==> src/uart_consts.svh <==
`ifndef UART_CONSTS_SVH
`define UART_CONSTS_SVH

// character format.
`define UART_DATA_W      8
`define UART_OVERSAMPLE  16
// start, data, parity and stop.
`define UART_FRAME_BITS  11

// ----------------------------------------------------------------------
// clock cycles per oversample tick, one per baud select.
// ----------------------------------------------------------------------
`define UART_DIV_0  1
`define UART_DIV_1  2
`define UART_DIV_2  3
`define UART_DIV_3  4
`define UART_DIV_4  6
`define UART_DIV_5  8
`define UART_DIV_6  12
`define UART_DIV_7  16

`endif

==> src/uart_pkg.sv <==
`default_nettype none

`include "uart_consts.svh"

package uart_pkg;

    typedef logic [`UART_DATA_W-1:0] byte_t;
    typedef logic [2:0]              baud_sel_t;

    typedef struct packed {
        baud_sel_t baud_sel;
        logic      tx_en;
        logic      rx_en;
    } uart_cfg_t;

    // value written over the config port.
    typedef struct packed {
        uart_cfg_t cfg;
        logic      clear_err;
    } uart_cfg_wr_t;

    typedef enum logic [1:0] {
        LINK_ENABLED = 2'b00,
        LINK_PERROR  = 2'b01,
        LINK_FERROR  = 2'b10
    } lock_state_e;

    typedef struct packed {
        lock_state_e lock_state;
        logic        tx_busy;
    } uart_status_t;

    typedef struct packed {
        byte_t data;
        logic  perror;
        logic  ferror;
    } rx_frame_t;

endpackage

`default_nettype wire

==> src/uart_baud_gen.sv <==
`timescale 1ns/1ns
`default_nettype none

`include "uart_consts.svh"

module uart_baud_gen (
    input  logic                clk,
    input  logic                reset,
    input  uart_pkg::baud_sel_t baud_sel,
    output logic                tick
);

    logic [4:0]          div;
    logic [4:0]          cnt;
    uart_pkg::baud_sel_t sel_q;

    always_comb begin
        case (baud_sel)
            3'd0:    div = 5'(`UART_DIV_0);
            3'd1:    div = 5'(`UART_DIV_1);
            3'd2:    div = 5'(`UART_DIV_2);
            3'd3:    div = 5'(`UART_DIV_3);
            3'd4:    div = 5'(`UART_DIV_4);
            3'd5:    div = 5'(`UART_DIV_5);
            3'd6:    div = 5'(`UART_DIV_6);
            default: div = 5'(`UART_DIV_7);
        endcase
    end

    always_ff @(posedge clk or posedge reset) begin
        if (reset) begin
            cnt   <= '0;
            tick  <= 1'b0;
            sel_q <= '0;
        end else if (baud_sel != sel_q) begin
            // new rate, start the period over.
            cnt   <= '0;
            tick  <= 1'b0;
            sel_q <= baud_sel;
        end else if (cnt == div - 5'd1) begin
            cnt  <= '0;
            tick <= 1'b1;
        end else begin
            cnt  <= cnt + 5'd1;
            tick <= 1'b0;
        end
    end

endmodule

`default_nettype wire

==> src/uart_config_regs.sv <==
`timescale 1ns/1ns
`default_nettype none

module uart_config_regs (
    input  logic                   clk,
    input  logic                   reset,
    input  logic                   cfg_req,
    input  uart_pkg::uart_cfg_wr_t cfg_wdata,
    output logic                   cfg_ack,
    output uart_pkg::uart_cfg_t    cfg,
    output logic                   clear_err
);

    always_ff @(posedge clk or posedge reset) begin
        if (reset) begin
            cfg_ack   <= 1'b0;
            cfg       <= '0;
            clear_err <= 1'b0;
        end else begin
            clear_err <= 1'b0;
            if (cfg_req && !cfg_ack) begin
                cfg_ack   <= 1'b1;
                cfg       <= cfg_wdata.cfg;
                clear_err <= cfg_wdata.clear_err;
            end else if (!cfg_req) begin
                // four-phase return to zero.
                cfg_ack <= 1'b0;
            end
        end
    end

    assert property (@(posedge clk) disable iff (reset)
        $rose(cfg_ack) |-> $past(cfg_req));

endmodule

`default_nettype wire

==> src/uart_controller.sv <==
`timescale 1ns/1ns
`default_nettype none

module uart_controller (
    input  logic                   clk,
    input  logic                   reset,
    input  uart_pkg::uart_cfg_t    cfg,
    input  logic                   clear_err,
    input  logic                   tx_req,
    input  uart_pkg::byte_t        tx_data,
    output logic                   tx_ack,
    output logic                   rx_req,
    output uart_pkg::byte_t        rx_data,
    input  logic                   rx_ack,
    input  logic                   tx_busy,
    input  logic                   rx_valid,
    input  uart_pkg::rx_frame_t    rx_frame,
    output logic                   tx_start,
    output uart_pkg::byte_t        tx_byte,
    output logic                   rx_enable,
    output logic                   core_reset,
    output uart_pkg::uart_status_t status
);

    uart_pkg::lock_state_e state;
    uart_pkg::lock_state_e state_next;
    logic                  link_up;
    logic                  tx_ok;
    logic                  rx_deliver;

    assign link_up    = (state == uart_pkg::LINK_ENABLED);
    // rx_valid counts as pending, it may lock the link this cycle.
    assign tx_ok      = link_up && cfg.tx_en && !tx_busy && !rx_req && !rx_valid;
    assign rx_deliver = rx_valid && link_up && cfg.rx_en
                        && !rx_frame.perror && !rx_frame.ferror;

    assign rx_enable  = cfg.rx_en;
    assign core_reset = !link_up;
    assign status     = {state, tx_busy};

    // ----------------------------------------------------------------------
    // lockout.
    // ----------------------------------------------------------------------
    always_comb begin
        state_next = state;
        case (state)
            uart_pkg::LINK_ENABLED: begin
                if (rx_valid && rx_frame.ferror) begin
                    state_next = uart_pkg::LINK_FERROR;
                end else if (rx_valid && rx_frame.perror) begin
                    state_next = uart_pkg::LINK_PERROR;
                end
            end
            uart_pkg::LINK_PERROR,
            uart_pkg::LINK_FERROR: begin
                if (clear_err) begin
                    state_next = uart_pkg::LINK_ENABLED;
                end
            end
            default: state_next = uart_pkg::LINK_ENABLED;
        endcase
    end

    // ----------------------------------------------------------------------
    // host handshakes.
    // ----------------------------------------------------------------------
    always_ff @(posedge clk or posedge reset) begin
        if (reset) begin
            state    <= uart_pkg::LINK_ENABLED;
            tx_ack   <= 1'b0;
            tx_start <= 1'b0;
            rx_req   <= 1'b0;
        end else begin
            state    <= state_next;
            tx_start <= 1'b0;
            if (tx_req && !tx_ack && tx_ok) begin
                tx_ack   <= 1'b1;
                tx_start <= 1'b1;
            end else if (!tx_req) begin
                tx_ack <= 1'b0;
            end
            if (rx_req && rx_ack) begin
                rx_req <= 1'b0;
            end else if (rx_deliver && !rx_req && !rx_ack) begin
                rx_req <= 1'b1;
            end
        end
    end

    // byte buffers.
    always_ff @(posedge clk) begin
        if (tx_req && !tx_ack && tx_ok) begin
            tx_byte <= tx_data;
        end
        if (rx_deliver && !rx_req && !rx_ack) begin
            rx_data <= rx_frame.data;
        end
    end

    assert property (@(posedge clk) disable iff (reset)
        rx_req && !rx_ack |=> rx_req);

    assert property (@(posedge clk) disable iff (reset)
        tx_start |-> state == uart_pkg::LINK_ENABLED);

endmodule

`default_nettype wire

==> src/uart_receiver.sv <==
`timescale 1ns/1ns
`default_nettype none

`include "uart_consts.svh"

module uart_receiver (
    input  logic                clk,
    input  logic                reset,
    input  logic                tick,
    input  logic                rx_enable,
    input  logic                rxd,
    output logic                rx_valid,
    output uart_pkg::rx_frame_t rx_frame
);

    localparam int unsigned      CNT_W       = $clog2(`UART_OVERSAMPLE);
    localparam int unsigned      SAMPLES     = `UART_FRAME_BITS - 1;
    localparam logic [CNT_W-1:0] TICK_MID    = CNT_W'(`UART_OVERSAMPLE / 2 - 1);
    localparam logic [CNT_W-1:0] TICK_LAST   = CNT_W'(`UART_OVERSAMPLE - 1);
    localparam logic [3:0]       SAMPLE_LAST = 4'(SAMPLES - 1);

    typedef enum logic [1:0] {
        RX_IDLE,
        RX_START,
        RX_BITS
    } rx_state_e;

    rx_state_e          state;
    logic               rxd_meta;
    logic               rxd_sync;
    logic [CNT_W-1:0]   tick_cnt;
    logic [3:0]         bit_cnt;
    logic [SAMPLES-1:0] shreg;
    logic [SAMPLES-1:0] shreg_next;
    logic               sample_now;

    assign sample_now = tick && (state == RX_BITS) && (tick_cnt == TICK_LAST);
    assign shreg_next = {rxd_sync, shreg[SAMPLES-1:1]};

    // ----------------------------------------------------------------------
    // start detect and mid-bit sampling.
    // ----------------------------------------------------------------------
    always_ff @(posedge clk or posedge reset) begin
        if (reset) begin
            state    <= RX_IDLE;
            rxd_meta <= 1'b1;
            rxd_sync <= 1'b1;
            tick_cnt <= '0;
            bit_cnt  <= '0;
            rx_valid <= 1'b0;
        end else begin
            rxd_meta <= rxd;
            rxd_sync <= rxd_meta;
            rx_valid <= 1'b0;
            if (!rx_enable) begin
                state <= RX_IDLE;
            end else if (tick) begin
                case (state)
                    RX_IDLE: begin
                        if (!rxd_sync) begin
                            state    <= RX_START;
                            tick_cnt <= '0;
                        end
                    end
                    RX_START: begin
                        if (tick_cnt == TICK_MID) begin
                            // glitch if the line is back high.
                            state    <= rxd_sync ? RX_IDLE : RX_BITS;
                            tick_cnt <= '0;
                            bit_cnt  <= '0;
                        end else begin
                            tick_cnt <= tick_cnt + 1'b1;
                        end
                    end
                    RX_BITS: begin
                        if (tick_cnt == TICK_LAST) begin
                            tick_cnt <= '0;
                            if (bit_cnt == SAMPLE_LAST) begin
                                state    <= RX_IDLE;
                                rx_valid <= 1'b1;
                            end else begin
                                bit_cnt <= bit_cnt + 4'd1;
                            end
                        end else begin
                            tick_cnt <= tick_cnt + 1'b1;
                        end
                    end
                    default: state <= RX_IDLE;
                endcase
            end
        end
    end

    always_ff @(posedge clk) begin
        if (sample_now) begin
            shreg <= shreg_next;
        end
        if (sample_now && bit_cnt == SAMPLE_LAST) begin
            rx_frame.data   <= shreg_next[`UART_DATA_W-1:0];
            // even parity over data plus parity bit.
            rx_frame.perror <= ^shreg_next[`UART_DATA_W:0];
            rx_frame.ferror <= ~shreg_next[SAMPLES-1];
        end
    end

    assert property (@(posedge clk) disable iff (reset) rx_valid |=> !rx_valid);

endmodule

`default_nettype wire

==> src/uart_top.sv <==
`timescale 1ns/1ns
`default_nettype none

module uart_top (
    input  logic                   clk,
    input  logic                   reset,
    input  logic                   cfg_req,
    input  uart_pkg::uart_cfg_wr_t cfg_wdata,
    output logic                   cfg_ack,
    input  logic                   tx_req,
    input  uart_pkg::byte_t        tx_data,
    output logic                   tx_ack,
    output logic                   rx_req,
    output uart_pkg::byte_t        rx_data,
    input  logic                   rx_ack,
    output logic                   txd,
    input  logic                   rxd,
    output uart_pkg::uart_status_t status
);

    uart_pkg::uart_cfg_t cfg;
    uart_pkg::rx_frame_t rx_frame;
    uart_pkg::byte_t     tx_byte;
    logic                clear_err;
    logic                tx_start;
    logic                tx_busy;
    logic                rx_valid;
    logic                rx_enable;
    logic                core_reset;
    logic                core_rst;
    logic                tx_tick;
    logic                rx_tick;

    // serial blocks also restart while the link is locked.
    assign core_rst = reset | core_reset;

    uart_config_regs i_config_regs (
        .clk       (clk),
        .reset     (reset),
        .cfg_req   (cfg_req),
        .cfg_wdata (cfg_wdata),
        .cfg_ack   (cfg_ack),
        .cfg       (cfg),
        .clear_err (clear_err)
    );

    uart_controller i_controller (
        .clk        (clk),
        .reset      (reset),
        .cfg        (cfg),
        .clear_err  (clear_err),
        .tx_req     (tx_req),
        .tx_data    (tx_data),
        .tx_ack     (tx_ack),
        .rx_req     (rx_req),
        .rx_data    (rx_data),
        .rx_ack     (rx_ack),
        .tx_busy    (tx_busy),
        .rx_valid   (rx_valid),
        .rx_frame   (rx_frame),
        .tx_start   (tx_start),
        .tx_byte    (tx_byte),
        .rx_enable  (rx_enable),
        .core_reset (core_reset),
        .status     (status)
    );

    uart_baud_gen i_tx_baud (
        .clk      (clk),
        .reset    (reset),
        .baud_sel (cfg.baud_sel),
        .tick     (tx_tick)
    );

    uart_baud_gen i_rx_baud (
        .clk      (clk),
        .reset    (reset),
        .baud_sel (cfg.baud_sel),
        .tick     (rx_tick)
    );

    uart_transmitter i_transmitter (
        .clk      (clk),
        .reset    (core_rst),
        .tick     (tx_tick),
        .tx_start (tx_start),
        .tx_byte  (tx_byte),
        .txd      (txd),
        .tx_busy  (tx_busy)
    );

    uart_receiver i_receiver (
        .clk       (clk),
        .reset     (core_rst),
        .tick      (rx_tick),
        .rx_enable (rx_enable),
        .rxd       (rxd),
        .rx_valid  (rx_valid),
        .rx_frame  (rx_frame)
    );

endmodule

`default_nettype wire

==> src/uart_transmitter.sv <==
`timescale 1ns/1ns
`default_nettype none

`include "uart_consts.svh"

module uart_transmitter (
    input  logic            clk,
    input  logic            reset,
    input  logic            tick,
    input  logic            tx_start,
    input  uart_pkg::byte_t tx_byte,
    output logic            txd,
    output logic            tx_busy
);

    localparam int unsigned      CNT_W     = $clog2(`UART_OVERSAMPLE);
    localparam int unsigned      SHIFT_W   = `UART_FRAME_BITS - 1;
    localparam logic [CNT_W-1:0] TICK_LAST = CNT_W'(`UART_OVERSAMPLE - 1);
    localparam logic [3:0]       BIT_LAST  = 4'(`UART_FRAME_BITS - 1);

    logic [CNT_W-1:0]   tick_cnt;
    logic [3:0]         bit_cnt;
    logic [SHIFT_W-1:0] shreg;
    logic               load;
    logic               bit_end;

    assign load    = tx_start && !tx_busy;
    assign bit_end = tx_busy && tick && (tick_cnt == TICK_LAST);

    // ----------------------------------------------------------------------
    // bit timing.
    // ----------------------------------------------------------------------
    always_ff @(posedge clk or posedge reset) begin
        if (reset) begin
            tx_busy  <= 1'b0;
            txd      <= 1'b1;
            tick_cnt <= '0;
            bit_cnt  <= '0;
        end else if (load) begin
            // start bit goes out right away.
            tx_busy  <= 1'b1;
            txd      <= 1'b0;
            tick_cnt <= '0;
            bit_cnt  <= '0;
        end else if (tx_busy && tick) begin
            if (tick_cnt == TICK_LAST) begin
                tick_cnt <= '0;
                if (bit_cnt == BIT_LAST) begin
                    tx_busy <= 1'b0;
                    txd     <= 1'b1;
                end else begin
                    txd     <= shreg[0];
                    bit_cnt <= bit_cnt + 4'd1;
                end
            end else begin
                tick_cnt <= tick_cnt + 1'b1;
            end
        end
    end

    // data, even parity and stop wait here, LSB first.
    always_ff @(posedge clk) begin
        if (load) begin
            shreg <= {1'b1, ^tx_byte, tx_byte};
        end else if (bit_end && bit_cnt != BIT_LAST) begin
            shreg <= {1'b1, shreg[SHIFT_W-1:1]};
        end
    end

    // line must idle high between frames.
    assert property (@(posedge clk) disable iff (reset) !tx_busy |-> txd);

endmodule

`default_nettype wire

==> config.mk <==
export PLATFORM = sky130hd
export DESIGN_NAME = uart_top
export DESIGN_NICKNAME = d
export VERILOG_FILES = /design/src/uart_pkg.sv /design/src/uart_baud_gen.sv /design/src/uart_config_regs.sv /design/src/uart_controller.sv /design/src/uart_receiver.sv /design/src/uart_top.sv /design/src/uart_transmitter.sv
export VERILOG_INCLUDE_DIRS = /design/src /design/src/src
export SDC_FILE = /design/constraint.sdc
export NUM_CORES = 1
export LEC_CHECK = 0
export BUFFER_PORTS_ARGS = -buffer_cell sky130_fd_sc_hd__buf_2
export CAP_MARGIN = 20
export CORE_AREA = 4 4 116 118
export CTS_CLUSTER_SIZE = 12
export DETAILED_ROUTE_END_ITERATION = 10
export DIE_AREA = 0 0 120 122
export GPL_TIMING_DRIVEN = 0
export HOLD_SLACK_MARGIN = 0.15
export PLACE_DENSITY_LB_ADDON = 0.3
export SETUP_SLACK_MARGIN = 0.5
export SYNTH_ARGS = -nofsm -noshare
export SYNTH_HDL_FRONTEND = slang
export SYNTH_SLANG_ARGS = --single-unit
==> constraint.sdc <==
create_clock -name clk -period 5 [get_ports clk]
set_input_delay 0.75 -clock clk [delete_from_list [all_inputs] [get_ports clk]]
set_output_delay 0.75 -clock clk [all_outputs]
set_load 0.02 [all_outputs]
==> out/metrics.cfg <==
[setup_path]
crit_path_start_kind=flip-flop
slowest_delay_ps=400
worst_setup_path_end_kind=flip-flop
crit_family=simple AND/OR/NAND/NOR gates
worst_path_max_delay_cell=sky130_fd_sc_hd__dfrtp_1
worst-endpoint-arrival_ps=2500
timing.critical_path.cells=buf_2, nor2_1, inv_1, ha_1, nand2b_1, mux2i_1, xnor2_1, a311oi_1
worst-setup-path-type=flip-flop to flip-flop
path_max_fanout=10
worst-endpoint-required_ps=5240
cp_num_buf_inv=2

[synthesis]
syn-instance-count=349
avgSynthCellArea_um2=12.3
mappedNetlistNets=383
synth.cell_area_mm2=0.00431
yosysWarnings=0
sequential_cell_area_fraction_in_the_yosys_report_pct=61.5
synth-edff-count=44
async_flop_share_pct=54.6
synth_flop_cell=sky130_fd_sc_hd__dfrtp_1
yosys_register_bits=97
post_synth_num_cell_types=47

[place]
dp_hpwl_um=5680
preCtsSetupSlack_ps=2660
placed_cells=557
finalWeightedCongestion=0.773
port_buffer_count=34

[sta]
period_needed_ps=2260
report.final.slew_viol_count=0
timing_worst_slew_pin_value_ps=786
timing.final.crit_share_pct=45.2
setup_repair_after_global_routing_missed_its_margin=false
setup_tns_ps=0
number_of_hold_violations_in_the_final_report=0
final_critical_path_setup_slack_ps=2740
timing.final.setup_violations=0
slew_headroom_pct=47.5
maxClockFrequency_mhz=442
timing.clock.skew_ps=6.88
final.hold.worst_slack_ps=365

[route]
drtAntennaViolNets=0
detail_route.wl_per_cell_um=13.4
drcViolationCount=0
first_iter_violations=82
avgViaCountPerCell=4.65
dr_total_vias=2662
totalWireLength_um=7660
drtPass1Iterations=4

[grt]
global_route_track_usage_on_met3_pct=2.79
vias_in_the_first_global_route=2755
wire_length_of_the_first_global_routing_pass_um=13300
globalRouteOverflowTotal=0
use_met2_pct=18.4
groute.usage.overall_pct=11.5
largest_net_degree_at_the_start_of_global_routing=19
busiest_layer=met2
number_of_antenna_violations_at_the_first_check_in_global_routing=0
grt_use_met1_pct=14.9

[clock_network]
clk-insertion-delay-late_ps=340
clock_sink_count=97
max-clock-path-buffers=2
post_cts_buffers=0
cts-root-buf=sky130_fd_sc_hd__clkbuf_16
ctsHoldBuffers=0
clock_tree_from_tritoncts=done
cts_repair_resize_count=0
clkTransAtPathRegs_ps=70
numCtsBuffers=9
cts_htree_levels=3

[floorplan]
start_util_pct=34.6
core-area_mm2=0.0125
io-pin-count=35
design.die.area_mm2=0.0146
std_cell_rows=41
die_width_um=120
fp.dieH_um=122

[final_layout]
number_of_antenna_repair_diodes=0
fin_util_pct=40.5
share_of_layout_cells_above_drive_strength_1_pct=18.2
layout.cells.non_filler=573
nets=430
areaGrowthSynthToFinish_pct=17.2

[power]
powerDensity_mw_per_mm2=361
peakVddDrop_v=0.000192
power.static_leakage_uw=0.00206

[status]
result_of_the_run=complete, no violations

[hold_path]
path_class_of_the_lowest_slack_min_delay_path=flip-flop to flip-flop

[run]
cap_viol_max_count=0

==> worst reg2reg max path, stage by stage (launching register included) <==
cell                       delay [ps]
sky130_fd_sc_hd__dfrtp_1          400
sky130_fd_sc_hd__buf_2            190
sky130_fd_sc_hd__nor2_1           240
sky130_fd_sc_hd__inv_1             80
sky130_fd_sc_hd__ha_1             270
sky130_fd_sc_hd__nand2b_1         170
sky130_fd_sc_hd__mux2i_1          280
sky130_fd_sc_hd__xnor2_1          230
sky130_fd_sc_hd__a311oi_1         320
==> cells in the final DEF (no fill, tap or decap), types with 4 or more instances in the layout <==
cell type                   instances
sky130_fd_sc_hd__clkbuf_16          9
sky130_fd_sc_hd__nor2_1            12
sky130_fd_sc_hd__dfrtp_1           50
sky130_fd_sc_hd__nand3_1           14
sky130_fd_sc_hd__nand2b_1           5
sky130_fd_sc_hd__xor2_1            13
sky130_fd_sc_hd__clkbuf_1          11
sky130_fd_sc_hd__inv_1             15
sky130_fd_sc_hd__xnor2_1           26
sky130_fd_sc_hd__edfxtp_1          44
sky130_fd_sc_hd__nand2_1           45
sky130_fd_sc_hd__buf_2             35
sky130_fd_sc_hd__o31ai_1            4
sky130_fd_sc_hd__and2_1             6
sky130_fd_sc_hd__nor3_1             5
sky130_fd_sc_hd__o21ai_0           19
sky130_fd_sc_hd__ha_1              14
sky130_fd_sc_hd__a31oi_1            8
sky130_fd_sc_hd__mux2_2             6
==> stage by stage <==
stage / cell area [um2] / power (uW)
after floorplan: 4310 / 1070
after global placement: 4690 / 1120
after detailed placement: 4740 / 1130
after CTS: 5050 / 1850
after global routing: 5050 / 1910
final: 5050 / 1820
==> Yosys cell counts (4+ instances only) <==
cell type,instances,share of area (%)
sky130_fd_sc_hd__xnor2_1,26,5.3
sky130_fd_sc_hd__mux2_2,6,1.6
sky130_fd_sc_hd__a31oi_1,8,1.2
sky130_fd_sc_hd__inv_1,15,1.3
sky130_fd_sc_hd__dfrtp_1,50,29
sky130_fd_sc_hd__o31ai_1,4,0.70
sky130_fd_sc_hd__and2_1,6,0.87
sky130_fd_sc_hd__nand3_1,14,1.6
sky130_fd_sc_hd__xor2_1,13,2.6
sky130_fd_sc_hd__nor2b_1,4,0.58
sky130_fd_sc_hd__nand2_1,45,3.9
sky130_fd_sc_hd__edfxtp_1,44,31
sky130_fd_sc_hd__nor2_1,12,1.0
sky130_fd_sc_hd__ha_1,14,4.1
sky130_fd_sc_hd__nor3_1,5,0.58
sky130_fd_sc_hd__clkbuf_1,11,0.96
sky130_fd_sc_hd__nand2b_1,5,0.73
sky130_fd_sc_hd__o21ai_0,19,2.2
==> registers in the layout, indices dropped and copies added (netlist names), 2 cells and up <==
register and flops:
i_receiver.rx_frame 10, i_receiver.shreg 9, i_transmitter.shreg 9, i_controller.rx_data 8
i_controller.tx_byte 8, i_config_regs.cfg 5, i_rx_baud.cnt 5, i_tx_baud.cnt 5
i_receiver.bit_cnt 4, i_receiver.tick_cnt 4, i_transmitter.bit_cnt 4, i_transmitter.tick_cnt 4
i_rx_baud.sel_q 3, i_tx_baud.sel_q 3, i_controller.state 2, i_receiver.state 2
==> area by class of cell <==
cell class | count | area, um2
fillers | 1173 | 7420
flip-flops and latches | 97 | 2650
multi-input cells | 222 | 1540
clock buffers | 9 | 225
well taps | 172 | 215
repair buffers | 36 | 213
clock inverters | 7 | 85.1
plain buffers | 15 | 68.8
inverters | 15 | 56.3
==> logic make-up after synthesis <==
group	share of synthesized area, %
XOR/XNOR	9.03
adder cells (fa/ha/maj)	4.07
buffers and inverters	2.90
multiplexers	2.26
AND/OR/NAND/NOR	12.7
AO/OA/AOI/OAI	7.49
flip-flops	61.5
==> layer usage <==
layer,routed length [um],part of all wire (%)
met5,0,0
met4,161,2.1
met3,226,3.0
met2,3680,48
met1,3590,47
==> power breakdown <==
| part | switching (uW) | leakage (uW) | internal [uW] |
|---|---|---|---|
| Sequential | 29.8 | 0.00109 | 868 |
| Clock | 311 | 0.000153 | 397 |
| Combinational | 120 | 0.000818 | 95.8 |
| Total | 461 | 0.00206 | 1360 |
==> path summary, 6_finish.rpt <==
| kind | cells past startpoint | from | slack (ps) | endpoint |
|---|---|---|---|---|
| max | 8 | i_config_regs.cfg[4] | 2740 | i_tx_baud.cnt[0] |
| max reg2reg | 8 | i_config_regs.cfg[4] | 2740 | i_tx_baud.cnt[0] |
| min reg2reg | 0 | i_receiver.rxd_meta | 360 | i_receiver.rxd_sync |
| min | 0 | i_receiver.rxd_meta | 360 | i_receiver.rxd_sync |
| min in group asynchronous | 2 | reset | 430 | i_receiver.state[0] |
| max in group asynchronous | 4 | i_controller.state[0] | 3810 | i_transmitter.txd |
(Power assumes the default switching activity.)
